## src/rtl/acq_defines.svh

```systemverilog
// acquisition build parameters

`ifndef ACQ_DEFINES_SVH
`define ACQ_DEFINES_SVH

//////////////////////////////////////////////////////////////////////
// sequencer timing

// precharge pause in clk cycles
// kept short for simulation, a hardware build sets the real pause
`define ACQ_PRECHARGE_CYCLES 20

//////////////////////////////////////////////////////////////////////
// sample path

// slots in the sample buffer, power of two
// also the number of credits the sequencer starts with
`define ACQ_FIFO_DEPTH 4

// adc conversion result width
`define ACQ_SAMPLE_WIDTH 24

`endif

```

## src/rtl/acq_pkg.sv

```systemverilog
// acquisition shared types

`include "acq_defines.svh"

package acq_pkg;

  //////////////////////////////////////////////////////////////////////
  // sequencer states

  // non-az cycle is load, pause, trigger, wait for result
  typedef enum logic [2:0] {
    ST_START          = 3'd0,  // single pass after reset
    ST_PRECHARGE_LOAD = 3'd1,  // load pause count, blink led
    ST_PRECHARGE_WAIT = 3'd2,  // count down the pause
    ST_TRIG           = 3'd3,  // wait for credit and idle adc
    ST_WAIT_ADC       = 3'd4,  // conversion outstanding
    ST_PARK           = 3'd5   // halted by falling arm edge
  } acq_state_e;

  //////////////////////////////////////////////////////////////////////
  // sample record

  // one adc result plus its running number, 32 bits total
  typedef struct packed {
    logic [7:0]                   seq;    // wraps at 256
    logic [`ACQ_SAMPLE_WIDTH-1:0] value;  // raw adc code
  } sample_t;

endpackage

```

## src/rtl/acq_sequencer.sv

```systemverilog
// non-az acquisition sequencer

`timescale 1ns/1ps

`include "acq_defines.svh"

module acq_sequencer
  import acq_pkg::*;
(
  input  logic clk,
  input  logic reset,
  input  logic arm_trigger,
  input  logic busy,
  input  logic credit_return,
  output logic adc_measure_trig,
  output logic led0
);

  localparam int CNT_W  = $clog2(`ACQ_PRECHARGE_CYCLES + 1);
  localparam int CRED_W = $clog2(`ACQ_FIFO_DEPTH + 1);

  acq_state_e        state;
  logic [CNT_W-1:0]  count;
  logic [CRED_W-1:0] credits;

  // arm line from the host is asynchronous
  logic arm_meta;
  logic arm_sync;
  logic arm_prev;
  logic arm_rise;
  logic arm_fall;

  // busy history, to see the conversion finish
  logic busy_prev;
  logic spend;

  assign arm_rise = arm_sync & ~arm_prev;
  assign arm_fall = ~arm_sync & arm_prev;

  // a trigger is only issued with a credit in hand and the adc idle
  assign spend = (state == ST_TRIG) && (credits != '0) && !busy;

  //////////////////////////////////////////////////////////////////////
  // arm synchronizer and edge history

  always_ff @(posedge clk)
  begin
    if (reset)
    begin
      arm_meta  <= 1'b0;
      arm_sync  <= 1'b0;
      arm_prev  <= 1'b0;
      busy_prev <= 1'b0;
    end
    else
    begin
      arm_meta  <= arm_trigger;
      arm_sync  <= arm_meta;
      arm_prev  <= arm_sync;
      busy_prev <= busy;
    end
  end

  //////////////////////////////////////////////////////////////////////
  // credit counter

  // spent on each trigger, returned on each buffer pop
  always_ff @(posedge clk)
  begin
    if (reset)
      credits <= CRED_W'(`ACQ_FIFO_DEPTH);
    else
    begin
      case ({spend, credit_return})
        2'b10:   credits <= credits - 1'b1;
        2'b01:   credits <= credits + 1'b1;
        default: credits <= credits;  // both or neither
      endcase
    end
  end

  //////////////////////////////////////////////////////////////////////
  // state machine

  always_ff @(posedge clk)
  begin
    if (reset)
    begin
      state            <= ST_START;
      count            <= '0;
      adc_measure_trig <= 1'b0;
      led0             <= 1'b0;
    end
    else
    begin
      // trigger is a single cycle pulse
      adc_measure_trig <= 1'b0;

      case (state)
        ST_START:
          state <= ST_PRECHARGE_LOAD;

        // pause keeps timing the same as the az mode
        ST_PRECHARGE_LOAD:
        begin
          count <= CNT_W'(`ACQ_PRECHARGE_CYCLES - 1);
          led0  <= ~led0;
          state <= ST_PRECHARGE_WAIT;
        end

        ST_PRECHARGE_WAIT:
        begin
          if (count == '0)
            state <= ST_TRIG;
          else
            count <= count - 1'b1;
        end

        // stall here under back-pressure
        ST_TRIG:
        begin
          if (spend)
          begin
            adc_measure_trig <= 1'b1;
            state            <= ST_WAIT_ADC;
          end
        end

        // busy rises the cycle after the trigger, done when it drops
        ST_WAIT_ADC:
        begin
          if (busy_prev && !busy)
            state <= ST_PRECHARGE_LOAD;
        end

        ST_PARK:
          state <= ST_PARK;

        default:
          state <= ST_START;
      endcase

      // host arm edges win over the case logic
      if (arm_rise)
        state <= ST_PRECHARGE_LOAD;
      else if (arm_fall)
        state <= ST_PARK;
    end
  end

endmodule

```

## src/rtl/acq_top.sv

```systemverilog
// acquisition top level

`timescale 1ns/1ps

`include "acq_defines.svh"

module acq_top
  import acq_pkg::*;
(
  input  logic                         clk,
  input  logic                         reset,

  // host side
  input  logic                         arm_trigger,
  output logic                         rd_valid,
  output sample_t                      rd_sample,
  output logic                         spi_irq_n,
  input  logic                         rd_ack,

  // adc side
  output logic                         adc_measure_trig,
  input  logic                         adc_measure_valid,
  input  logic [`ACQ_SAMPLE_WIDTH-1:0] adc_result,

  // status
  output logic                         led0,
  output logic [1:0]                   monitor
);

  logic    busy;
  logic    credit_return;
  logic    push;
  sample_t push_sample;
  logic    not_empty;
  sample_t head;
  logic    pop;

  //////////////////////////////////////////////////////////////////////
  // producer side

  acq_sequencer u_sequencer (
    .clk              (clk),
    .reset            (reset),
    .arm_trigger      (arm_trigger),
    .busy             (busy),
    .credit_return    (credit_return),
    .adc_measure_trig (adc_measure_trig),
    .led0             (led0)
  );

  adc_capture u_capture (
    .clk               (clk),
    .reset             (reset),
    .adc_measure_trig  (adc_measure_trig),
    .adc_measure_valid (adc_measure_valid),
    .adc_result        (adc_result),
    .busy              (busy),
    .push              (push),
    .push_sample       (push_sample)
  );

  //////////////////////////////////////////////////////////////////////
  // consumer side

  sample_fifo u_fifo (
    .clk           (clk),
    .reset         (reset),
    .push          (push),
    .push_sample   (push_sample),
    .pop           (pop),
    .not_empty     (not_empty),
    .head          (head),
    .credit_return (credit_return)
  );

  sample_readout u_readout (
    .clk       (clk),
    .reset     (reset),
    .not_empty (not_empty),
    .head      (head),
    .rd_ack    (rd_ack),
    .pop       (pop),
    .rd_valid  (rd_valid),
    .rd_sample (rd_sample),
    .spi_irq_n (spi_irq_n)
  );

  // scope pins, bit 0 trigger and bit 1 capture push
  assign monitor = {push, adc_measure_trig};

endmodule

```

## src/rtl/adc_capture.sv

```systemverilog
// adc result capture

`timescale 1ns/1ps

`include "acq_defines.svh"

module adc_capture
  import acq_pkg::*;
(
  input  logic                         clk,
  input  logic                         reset,
  input  logic                         adc_measure_trig,
  input  logic                         adc_measure_valid,
  input  logic [`ACQ_SAMPLE_WIDTH-1:0] adc_result,
  output logic                         busy,
  output logic                         push,
  output sample_t                      push_sample
);

  // valid comes from the adc clock domain
  logic       valid_meta;
  logic       valid_sync;
  logic       valid_prev;
  logic       valid_rise;
  logic [7:0] seq_count;

  assign valid_rise = valid_sync & ~valid_prev;

  //////////////////////////////////////////////////////////////////////
  // control

  always_ff @(posedge clk)
  begin
    if (reset)
    begin
      valid_meta <= 1'b0;
      valid_sync <= 1'b0;
      valid_prev <= 1'b0;
      busy       <= 1'b0;
      push       <= 1'b0;
      seq_count  <= '0;
    end
    else
    begin
      valid_meta <= adc_measure_valid;
      valid_sync <= valid_meta;
      valid_prev <= valid_sync;

      // set on trigger, cleared by the matching valid edge
      if (adc_measure_trig)
        busy <= 1'b1;
      else if (valid_rise)
        busy <= 1'b0;

      // an edge with nothing outstanding is stale, drop it
      push <= valid_rise & busy;
      if (valid_rise && busy)
        seq_count <= seq_count + 1'b1;
    end
  end

  //////////////////////////////////////////////////////////////////////
  // payload

  // result is stable by the time the synchronized edge shows up
  always_ff @(posedge clk)
  begin
    if (valid_rise && busy)
    begin
      push_sample.seq   <= seq_count;
      push_sample.value <= adc_result;
    end
  end

endmodule

```

## src/rtl/sample_fifo.sv

```systemverilog
// circular sample buffer

`timescale 1ns/1ps

`include "acq_defines.svh"

module sample_fifo
  import acq_pkg::*;
(
  input  logic    clk,
  input  logic    reset,
  input  logic    push,
  input  sample_t push_sample,
  input  logic    pop,
  output logic    not_empty,
  output sample_t head,
  output logic    credit_return
);

  localparam int PTR_W = $clog2(`ACQ_FIFO_DEPTH);
  localparam int CNT_W = $clog2(`ACQ_FIFO_DEPTH + 1);

  sample_t          mem [`ACQ_FIFO_DEPTH];
  logic [PTR_W-1:0] wr_ptr;
  logic [PTR_W-1:0] rd_ptr;
  logic [CNT_W-1:0] count;
  logic             do_pop;

  // never full by the credit rule, so push is taken as is
  assign do_pop    = pop & not_empty;
  assign not_empty = (count != '0);

  // head shows the oldest entry, a push appears here next cycle
  assign head = mem[rd_ptr];

  //////////////////////////////////////////////////////////////////////
  // storage

  always_ff @(posedge clk)
  begin
    if (push)
      mem[wr_ptr] <= push_sample;
  end

  //////////////////////////////////////////////////////////////////////
  // pointers and occupancy

  always_ff @(posedge clk)
  begin
    if (reset)
    begin
      wr_ptr        <= '0;
      rd_ptr        <= '0;
      count         <= '0;
      credit_return <= 1'b0;
    end
    else
    begin
      // pointers wrap naturally, depth is a power of two
      if (push)
        wr_ptr <= wr_ptr + 1'b1;
      if (do_pop)
        rd_ptr <= rd_ptr + 1'b1;

      case ({push, do_pop})
        2'b10:   count <= count + 1'b1;
        2'b01:   count <= count - 1'b1;
        default: count <= count;
      endcase

      // one slot freed, one credit back to the sequencer
      credit_return <= do_pop;
    end
  end

endmodule

```

## src/rtl/sample_readout.sv

```systemverilog
// host readout stage

`timescale 1ns/1ps

module sample_readout
  import acq_pkg::*;
(
  input  logic    clk,
  input  logic    reset,
  input  logic    not_empty,
  input  sample_t head,
  input  logic    rd_ack,
  output logic    pop,
  output logic    rd_valid,
  output sample_t rd_sample,
  output logic    spi_irq_n
);

  // pull from the buffer whenever the holding register is free
  assign pop = not_empty & ~rd_valid;

  //////////////////////////////////////////////////////////////////////
  // holding register control

  always_ff @(posedge clk)
  begin
    if (reset)
    begin
      rd_valid  <= 1'b0;
      spi_irq_n <= 1'b1;
    end
    else
    begin
      if (pop)
        rd_valid <= 1'b1;
      else if (rd_ack && rd_valid)
        rd_valid <= 1'b0;  // free again next cycle

      // low only in the first cycle a sample is held
      spi_irq_n <= ~pop;
    end
  end

  // sample payload
  always_ff @(posedge clk)
  begin
    if (pop)
      rd_sample <= head;
  end

endmodule
```

## config.mk

```make
export PLATFORM = sky130hd
export DESIGN_NAME = acq_top
export DESIGN_NICKNAME = d
export VERILOG_FILES = /design/src/rtl/acq_pkg.sv /design/src/rtl/acq_sequencer.sv /design/src/rtl/acq_top.sv /design/src/rtl/adc_capture.sv /design/src/rtl/sample_fifo.sv /design/src/rtl/sample_readout.sv
export VERILOG_INCLUDE_DIRS = /design/src /design/src/rtl
export SDC_FILE = /design/constraint.sdc
export NUM_CORES = 1
export LEC_CHECK = 0
export BUFFER_PORTS_ARGS = -buffer_cell sky130_fd_sc_hd__buf_4
export CAP_MARGIN = 20
export CORE_MARGIN = 3
export CORE_UTILIZATION = 40
export CTS_BUF_LIST = sky130_fd_sc_hd__clkbuf_8
export DETAILED_ROUTE_END_ITERATION = 12
export PLACE_DENSITY = 0.58
export SLEW_MARGIN = 10
export SYNTH_ARGS = -nofsm -noshare
export SYNTH_HDL_FRONTEND = slang
export SYNTH_SLANG_ARGS = --single-unit
export TNS_END_PERCENT = 1
```

## constraint.sdc

```tcl
create_clock -name clk -period 2.7 [get_ports clk]
set_input_delay 0.27 -clock clk [delete_from_list [all_inputs] [get_ports clk]]
set_output_delay 0.27 -clock clk [all_outputs]
set_load 0.05 [all_outputs]
```

==> flow_metrics.py, run 1 <==
metrics = {
    "finish": {
        "final_nets": 602,
        "syn_to_final_growth_pct": 22.34,
        "fin_util": 0.5028,
        "drive_gt1_frac": 0.2869,
        "design_area_mm2": 0.01024,
        "finalNonFillerCells": 859,
        "diodes": 0,
    },
    "timing": {
        "rsz0062_at_grt": "false",
        "drv_slew": 0,
        "setup-violations-final": 0,
        "skew_ns": 0.01955,
        "hold_viol": 0,
        "relSlewSlack": 0.5168,
        "worst_pin_slew_ns": 0.7230,
        "post-route-period-util": 0.8623,
        "fin_ws_ns": 0.3719,
        "min_period_ns": 2.328,
        "max_freq_ghz": 0.4295,
        "setup_tns_ns": 0,
        "hold_ws_ns": 0.05850,
    },
    "yosys": {
        "ys_seq_area_frac": 0.7846,
        "ys_seq_elements": 232,
        "netlist_area_mm2": 0.008369,
        "synth_area_per_cell_um2": 19.20,
        "netlist_instances": 436,
        "yosys_warnings": 0,
        "synth_cell_types": 39,
        "synth_nets": 477,
    },
    "critical_path": {
        "endpoint_kind": "register",
        "crit_arrival_ns": 2.73,
        "r2r_cells": 8,
        "critPathMaxStageDelay_ns": 0.56,
        "timing.rr.start": "u_sequencer.state[0]",
        "critPathMaxFanout": 12,
        "worst-r2r-setup-slack_ns": 0.37,
        "required_ns": 3.10,
        "crit_type": "reg -> reg",
        "worstPathCellList": "nor3b_1 > nand2_1 > ha_1 > inv_1 > fa_1 > xor2_1 > nor3_1 > or3b_2",
        "r2r-end": "u_sequencer.credits[2]",
        "crit_slowest_cell": "dfxtp_1",
        "critPathLaunchType": "register",
    },
    "route": {
        "drcViolationCount": 0,
        "viasPerCell": 4.857,
        "wl_mm": 14.54,
        "num_vias": 4172,
        "wl_per_cell_um": 16.93,
        "ant_nets": 0,
        "first_iter_violations": 264,
        "drt_first_pass_iters": 4,
    },
    "grt": {
        "grt_pass1_wl_mm": 22.91,
        "antenna_found_initial": 0,
        "grt_max_degree": 40,
        "grt_overflow": 0,
        "grt_pass1_vias": 4320,
        "grt_util_all_layers": 0.1317,
    },
    "floorplan": {
        "die_area_mm2": 0.02270,
        "die_w_um": 150.7,
        "io_pins": 67,
        "core_mm2": 0.02036,
        "rows": 52,
        "start_util": 0.4110,
        "dieHeight_um": 150.7,
    },
    "clock_network": {
        "clock_path_buffers": 3,
        "path_clk_slew_ns": 0.06,
        "h-tree-depth": 2,
        "hold_buffers": 26,
        "cts_resized": 0,
        "cts_num_sinks": 232,
        "cts_made_buffers": 40,
        "cts_setup_buffers": 0,
        "clock_latency_ns": 0.54,
        "cts_tree": "done",
        "clockRootBuffer": "clkbuf_8",
    },
    "min_path": {
        "hold_path_class": "in -> reg",
        "hold_end": "u_readout.rd_valid",
        "hp-start": "rd_ack",
        "hold_depth": 4,
    },
    "placed_design": {
        "portBuffers": 66,
        "gp_congestion": 0.7279,
        "dp_slack_ns": 0.3915,
        "hpwl_mm": 8.287,
        "placedCellCount": 763,
        "place_area_mm2": 0.009233,
    },
    "power": {
        "power_mw": 9.774,
        "p_leak_nw": 3.517,
        "p_per_area_mw_per_mm2": 954.6,
        "ir_drop_uv": 561.2,
    },
    "status": {
        "outcome": "complete, no violations",
    },
    "job": {
        "maxCapViolations": 0,
    },
}
[flip-flops by register name, summed over array words and instances (netlist names), 2 cells and up]
signal,cells
u_capture.push_sample,32
u_capture.seq_count,8
u_fifo.count,3
u_fifo.mem,128
u_fifo.rd_ptr,2
u_fifo.wr_ptr,2
u_readout.rd_sample,32
u_sequencer.count,5
u_sequencer.credits,3
u_sequencer.state,3
[power by group]
group	internal, mW	switching [mW]
Clock	1.61	1.34
Combinational	0.814	1.55
Sequential	4.29	0.175
Total	6.71	3.06
[critical path, delay by kind of cell, from the launching register on]
family / cells / cell delay (ns)
XOR/XNOR: 1 / 0.16
adder cells (fa/ha/maj): 2 / 0.41
buffers and inverters: 1 / 0.07
flip-flops: 1 / 0.56
AND/OR/NAND/NOR: 4 / 1.00
[cell usage in the layout (no fill, tap or decap), types with 6 or more instances in the layout]
master	netlist	routed
inv_1	15	29
nor2_1	30	29
buf_4	2	74
clkinv_1	0	8
nand2_1	10	10
ha_1	10	10
dfxtp_1	40	38
or3_1	6	6
edfxtp_1	192	192
dlygate4sd3_1	0	26
clkbuf_8	0	41
nor3_1	7	7
xnor2_1	8	8
mux4_2	32	32
a21oi_1	9	9
nor2b_1	10	10
[logic make-up after synthesis]
| group | after synthesis | share of synthesized area |
|---|---|---|
| adder cells (fa/ha/maj) | 12 | 0.01973 |
| flip-flops | 232 | 0.7846 |
| AO/OA/AOI/OAI | 24 | 0.01899 |
| AND/OR/NAND/NOR | 84 | 0.05307 |
| XOR/XNOR | 13 | 0.01360 |
| buffers and inverters | 34 | 0.01794 |
| multiplexers | 37 | 0.09209 |
[per-layer routing]
layer	GRT usage	vias to the layer above	wire length, µm
met5	0	-	0
met4	0.04397	0	291
met3	0.03974	30	810
met2	0.2182	96	7176
met1	0.1667	2110	6262
li1	-	1936	-
[cells in the mapped netlist (all sizes together)]
cell,count,share of area
a2111oi,1,0.0010
a211oi,4,0.0042
a21o,2,0.0021
a21oi,9,0.0054
a22oi,1,0.00090
a311oi,1,0.0010
a31o,1,0.0010
and2,4,0.0030
and3b,1,0.0010
buf,9,0.0067
clkbuf,10,0.0045
dfxtp,40,0.096
edfxtp,192,0.69
fa,2,0.0048
ha,10,0.015
inv,15,0.0067
mux2i,5,0.0060
mux4,32,0.086
nand2,10,0.0045
nand2b,2,0.0015
nand3,1,0.00060
nand4b,2,0.0021
nor2,30,0.013
nor2b,11,0.0091
nor3,7,0.0042
nor3b,5,0.0045
nor4,2,0.0015
o211ai,1,0.00090
o21ai,4,0.0024
or3,6,0.0045
or3b,1,0.0010
or4,1,0.00090
or4b,1,0.0012
xnor2,8,0.0084
xor2,5,0.0052
[cell type report]
class	count	area (µm²)
Tap cell	270	337.8
Timing Repair Buffer	102	863.3
Inverter	15	56.30
Clock buffer	41	564.3
Sequential cell	232	6569
Multi-Input combinational cell	170	1667
Fill cell	1700	10130
Clock inverter	29	181.4
[how the worst max path moves through the flow]
| stage | from | to |
|---|---|---|
| after floorplan | u_readout.rd_valid | u_readout.rd_sample[0] |
| after global placement | u_sequencer.state[0] | u_sequencer.credits[2] |
| after detailed placement | u_sequencer.state[0] | u_sequencer.credits[2] |
| after CTS | u_sequencer.state[0] | u_sequencer.credits[2] |
| after global routing | u_sequencer.state[1] | u_sequencer.credits[2] |
| final | u_sequencer.state[0] | u_sequencer.credits[2] |
(Power assumes the default switching activity.)
==> run 2: changes to the inputs <==
--- a/config.mk
+++ b/config.mk
@@ -13,6 +13,7 @@
 export CTS_BUF_LIST = sky130_fd_sc_hd__clkbuf_8
 export DETAILED_ROUTE_END_ITERATION = 12
 export PLACE_DENSITY = 0.58
+export REMOVE_ABC_BUFFERS = 1
 export SLEW_MARGIN = 10
 export SYNTH_ARGS = -nofsm -noshare
 export SYNTH_HDL_FRONTEND = slang
==> flow_metrics.py, run 2 (same netlist as run 1, synthesis figures left out) <==
metrics = {
    "status": {
        "outcome": "complete, no violations",
    },
    "critical_path": {
        "endpoint_kind": "register",
        "critPathMaxFanout": 12,
        "critPathLaunchType": "register",
        "worstPathCellList": "nor3b_1 > nand2_1 > ha_1 > inv_1 > fa_1 > xor2_1 > nor3_1 > or3b_2",
        "r2r_cells": 8,
        "cpLargestDelayFamily": "simple AND/OR/NAND/NOR gates",
        "path_buf_inv": 1,
        "critPathMaxStageDelay_ns": 0.56,
        "required_ns": 3.09,
        "crit_type": "reg -> reg",
        "critical_path_depth": 8,
        "crit_arrival_ns": 2.76,
        "crit_slowest_cell": "dfxtp_1",
    },
    "finish": {
        "drive_gt1_frac": 0.2891,
        "final_nets": 601,
        "largestRegisters": "u_fifo.mem: 128 flops, u_capture.push_sample: 32 flops, u_readout.rd_sample: 32 flops",
        "multi_input_area_mm2": 0.001667,
        "syn_to_final_growth_pct": 22.22,
        "fill_cells": 1690,
        "seq_area_mm2": 0.006569,
        "regMostFlops": "u_fifo.mem",
        "largest_reg_flops": 128,
        "design_area_mm2": 0.01023,
        "layout_common_cells": "192 x edfxtp_1, 72 x buf_4, 44 x clkbuf_8, 38 x dfxtp_1, 32 x mux4_2",
        "final_common_cell": "edfxtp_1",
        "fin_util": 0.5023,
    },
    "clock_network": {
        "path_clk_slew_ns": 0.06,
        "clock_path_buffers": 3,
        "cts_tree": "done",
        "cts_setup_buffers": 0,
        "cts_made_buffers": 40,
        "clockRootBuffer": "clkbuf_8",
        "h-tree-depth": 2,
        "cts_num_sinks": 232,
        "clock_latency_ns": 0.52,
    },
    "floorplan": {
        "io_pins": 67,
        "rows": 52,
        "die_area_mm2": 0.02270,
        "die_w_um": 150.7,
        "dieHeight_um": 150.7,
        "start_util": 0.4110,
        "core_mm2": 0.02036,
    },
    "grt": {
        "grt_pass1_vias": 4447,
        "grt_pass1_wl_mm": 23.04,
        "antenna_found_initial": 1,
        "grt_util_all_layers": 0.1317,
        "grt_max_degree": 40,
        "grt_overflow": 0,
    },
    "timing": {
        "max_freq_ghz": 0.4216,
        "worst_pin_slew_ns": 0.6318,
        "post-route-period-util": 0.8785,
        "skew_ns": 0.01845,
        "fin_ws_ns": 0.3279,
        "drv_slew": 0,
        "setup-violations-final": 0,
        "min_period_ns": 2.372,
        "setup_tns_ns": 0,
        "hold_ws_ns": 0.05993,
        "hold_viol": 0,
        "relSlewSlack": 0.5779,
        "rsz0062_at_grt": "false",
    },
    "min_path": {
        "hold_path_class": "in -> reg",
        "hold_depth": 4,
    },
    "route": {
        "first_iter_violations": 222,
        "wl_mm": 14.54,
        "ant_nets": 0,
        "num_vias": 4135,
        "drcViolationCount": 0,
        "viasPerCell": 4.814,
        "wl_per_cell_um": 16.92,
        "drt_first_pass_iters": 4,
    },
    "placed_design": {
        "portBuffers": 66,
        "place_area_mm2": 0.009230,
        "hpwl_mm": 8.380,
        "dp_slack_ns": 0.3200,
        "gp_congestion": 0.6906,
    },
    "power": {
        "p_leak_nw": 3.493,
        "p_per_area_mw_per_mm2": 945.5,
        "ir_drop_uv": 465.1,
    },
    "job": {
        "maxCapViolations": 0,
    },
}
run 2: changes by cell type in the layout (fill, tap and decap cells not counted), sizes merged:
cell,before,now
bufinv,2,1
diode,0,1
buf,76,75
clkbuf,41,44
inv,32,23
clkinvlp,1,0
clkinv,9,17
run 2: per-stage QoR:
step	std cells	total power, mW
after floorplan	417	6.110
after global placement	762	6.795
after detailed placement	762	6.853
after CTS	858	9.822
after global routing	859	10.13
final	859	9.671
run 2: per-layer routing:
metal  vias to the layer above  GRT usage  part of all wire
met5                         -          0                 0
met4                         0    0.04805             0.020
met3                        32    0.03642             0.061
met2                       103     0.2187              0.49
met1                      2074     0.1664              0.42
li1                       1926          -                 -
run 2: final cells by class:
| class | count | share of cell area |
|---|---|---|
| clock inverters | 26 | 0.01272 |
| repair buffers | 101 | 0.08416 |
| multi-input cells | 170 | 0.1629 |
| diodes | 1 | 0.0002446 |
| flip-flops and latches | 232 | 0.6422 |
| well taps | 270 | 0.03303 |
| inverters | 15 | 0.005505 |
| clock buffers | 44 | 0.05920 |
run 2: what timing repair did:
item,in CTS,in global routing
hold buffers,26,0
hold endpoints to repair,26,0
resized for setup,0,0
run 2: path summary, 6_finish.rpt:
kind | from | end | slack, ns
max | u_sequencer.state[0] | u_sequencer.credits[2] | 0.33
min | rd_ack | u_readout.rd_valid | 0.06
max reg2reg | u_sequencer.state[0] | u_sequencer.credits[2] | 0.33
min reg2reg | u_sequencer.arm_meta | u_sequencer.arm_sync | 0.45
run 2: worst min-delay path: cells and delay by family:
family	cells	cell delay (ns)
simple gates	1	0.07
buf+inv	2	0.14
compound gates	1	0.05
run 2: power by group:
group	total, mW	switching, mW	internal (mW)
combinational	2.30	1.54	0.759
sequential	4.47	0.184	4.29
clock	2.90	1.32	1.59
==> run 3: changes to the inputs <==
--- a/config.mk
+++ b/config.mk
@@ -6,6 +6,7 @@
 export SDC_FILE = /design/constraint.sdc
 export NUM_CORES = 1
 export LEC_CHECK = 0
+export ABC_AREA = 1
 export BUFFER_PORTS_ARGS = -buffer_cell sky130_fd_sc_hd__buf_4
 export CAP_MARGIN = 20
 export CORE_MARGIN = 3
==> flow_metrics.py, run 3 <==
metrics = {
    "status": {
        "outcome": "complete, no violations",
    },
    "floorplan": {
        "die_w_um": 151.7,
        "io_pins": 67,
        "die_area_mm2": 0.02301,
        "core_mm2": 0.02056,
        "rows": 52,
        "dieHeight_um": 151.7,
        "start_util": 0.4129,
    },
    "timing": {
        "skew_ns": 0.02105,
        "hold_viol": 0,
        "drv_slew": 0,
        "setup-violations-final": 0,
        "min_period_ns": 1.969,
        "relSlewSlack": 0.4638,
        "setup_tns_ns": 0,
        "post-route-period-util": 0.7293,
        "rsz0062_at_grt": "false",
        "max_freq_ghz": 0.5078,
        "worst_pin_slew_ns": 0.8043,
    },
    "grt": {
        "grt_util_all_layers": 0.1442,
        "grt_pass1_wl_mm": 25.93,
        "grt_overflow": 0,
        "antenna_found_initial": 0,
        "grt_max_degree": 66,
        "grt_pass1_vias": 5161,
    },
    "critical_path": {
        "endpoint_kind": "register",
        "crit_arrival_ns": 2.23,
        "required_ns": 2.96,
        "path_buf_inv": 3,
        "cpLargestDelayFamily": "buffers and inverters",
        "crit_type": "reg -> reg",
        "critPathLaunchType": "register",
        "timing.rr.start": "u_fifo.wr_ptr[0]",
        "crit_slowest_cell": "clkinv_1",
        "worstPathCellList": "inv_1 > ha_1 > nand2_1 > clkinv_1 > buf_4",
        "critPathMaxStageDelay_ns": 0.53,
        "startpoint": "u_fifo.wr_ptr[0]",
        "critPathMaxFanout": 17,
    },
    "route": {
        "num_vias": 5084,
        "wl_per_cell_um": 15.90,
        "viasPerCell": 4.941,
        "ant_nets": 0,
        "first_iter_violations": 316,
        "drt_first_pass_iters": 4,
        "drcViolationCount": 0,
        "wl_mm": 16.36,
    },
    "finish": {
        "final_nets": 772,
        "seq_area_mm2": 0.006568,
        "final_common_cell": "edfxtp_1",
        "syn_to_final_growth_pct": 21.30,
        "layout_common_cells": "192 x edfxtp_1, 93 x nor2_1, 79 x buf_4, 69 x o21ai_0, 54 x inv_1",
        "multi_input_area_mm2": 0.001627,
        "largestRegisters": "u_fifo.mem: 128 flops, u_capture.push_sample: 32 flops, u_readout.rd_sample: 32 flops",
        "design_area_mm2": 0.01030,
        "diodes": 0,
        "fill_cells": 1789,
        "drive_gt1_frac": 0.1976,
        "regMostFlops": "u_fifo.mem",
        "largest_reg_flops": 128,
    },
    "yosys": {
        "ys_seq_elements": 232,
        "synth_edf_count": 192,
        "synth_area_per_cell_um2": 13.96,
        "synth_common_cells": "192 x edfxtp_1, 94 x nor2_1, 69 x o21ai_0, 44 x inv_1, 40 x dfxtp_1",
        "ys_seq_area_frac": 0.7735,
        "synthFlopType": "edfxtp_1",
        "yosysMostFrequentCell": "edfxtp_1",
        "netlist_instances": 608,
        "synth_cell_types": 35,
        "async_reset_ff_frac": 0,
        "yosys_warnings": 0,
        "netlist_area_mm2": 0.008489,
        "yosys-top-cells-area": "edfxtp_1 68%, dfxtp_1 9.4%, nor2_1 4.2%",
        "synth.top_cell.area_share": 0.6791,
        "synth_top_area_cell": "edfxtp_1",
    },
    "placed_design": {
        "gp_congestion": 0.7645,
        "hpwl_mm": 9.543,
        "portBuffers": 66,
        "place_area_mm2": 0.009305,
    },
    "clock_network": {
        "cts_setup_buffers": 0,
        "clockRootBuffer": "clkbuf_8",
        "cts_tree": "done",
        "clock_latency_ns": 0.53,
        "h-tree-depth": 2,
        "hold_buffers": 27,
        "cts_made_buffers": 40,
        "cts_resized": 0,
        "cts_num_sinks": 232,
        "clock_path_buffers": 3,
        "path_clk_slew_ns": 0.06,
    },
    "power": {
        "p_leak_nw": 3.690,
        "p_per_area_mw_per_mm2": 1012,
        "ir_drop_uv": 494.5,
    },
    "min_path": {
        "hp-start": "reset",
        "hold_path_class": "in -> reg",
    },
    "job": {
        "maxCapViolations": 0,
    },
}
## run 3: cell types whose count changed in the layout (fill, tap and decap cells not counted), sizes merged, moves of 5 or more
| cell | previous run | this run |
|---|---|---|
| nor2b | 11 | 0 |
| nand2 | 10 | 33 |
| mux4 | 32 | 0 |
| nand3 | 1 | 7 |
| inv | 23 | 58 |
| xnor2 | 8 | 0 |
| mux2i | 5 | 0 |
| a21oi | 9 | 21 |
| o21ai | 4 | 78 |
| nor2 | 30 | 98 |
| or3 | 6 | 0 |
| o22ai | 0 | 32 |
## run 3: worst paths after layout
check | end | slack, ns | depth (start not counted)
worst max-delay path | u_fifo.mem[2][24] | 0.73 | 5
worst min-delay path | u_sequencer.count[0] | 0.07 | 2
worst max register to register | u_fifo.mem[2][24] | 0.73 | 5
worst min register to register | u_sequencer.arm_sync | 0.41 | 2
## run 3: cells by family (layout without fill, tap and decap cells)
family	Yosys count	in the layout	share of synthesized area
AO/OA/AOI/OAI	137	137	0.08843
XOR/XNOR	2	2	0.002064
flip-flops	232	232	0.7735
AND/OR/NAND/NOR	152	152	0.08077
buffers and inverters	73	224	0.03581
adder cells (fa/ha/maj)	12	12	0.01945
## run 3: power by group
group          switching [mW]  internal [mW]
logic                    2.13          0.835
registers               0.180           4.41
clock network            1.34           1.53
## run 3: per-layer routing
layer  share of wire  GRT usage
met3           0.061    0.04521
met2            0.49     0.2429
met5               0          0
met1            0.43     0.1781
met4           0.020    0.04582
## run 3: final cells by class
cell class | count | area share
Clock inverter | 28 | 0.01397
Multi-Input combinational cell | 303 | 0.1580
Clock buffer | 42 | 0.05614
Inverter | 48 | 0.01750
Sequential cell | 232 | 0.6378
Tap cell | 270 | 0.03281
Timing Repair Buffer | 106 | 0.08384
## run 3: through the flow
step                std cells    util  setup WS (ns)  total power, mW  hold WS, ns
floorplan                 583       -        0.08924            6.667       0.3391
global placement          932  0.4526         0.7843            7.528       0.4045
detailed placement        932  0.4526         0.6964            7.622       0.4035
CTS                      1029  0.5009         0.6879            10.56      0.05505
global route             1029  0.5009         0.5978            10.98      0.06995
finish                   1029  0.5009         0.7309            10.42      0.07169
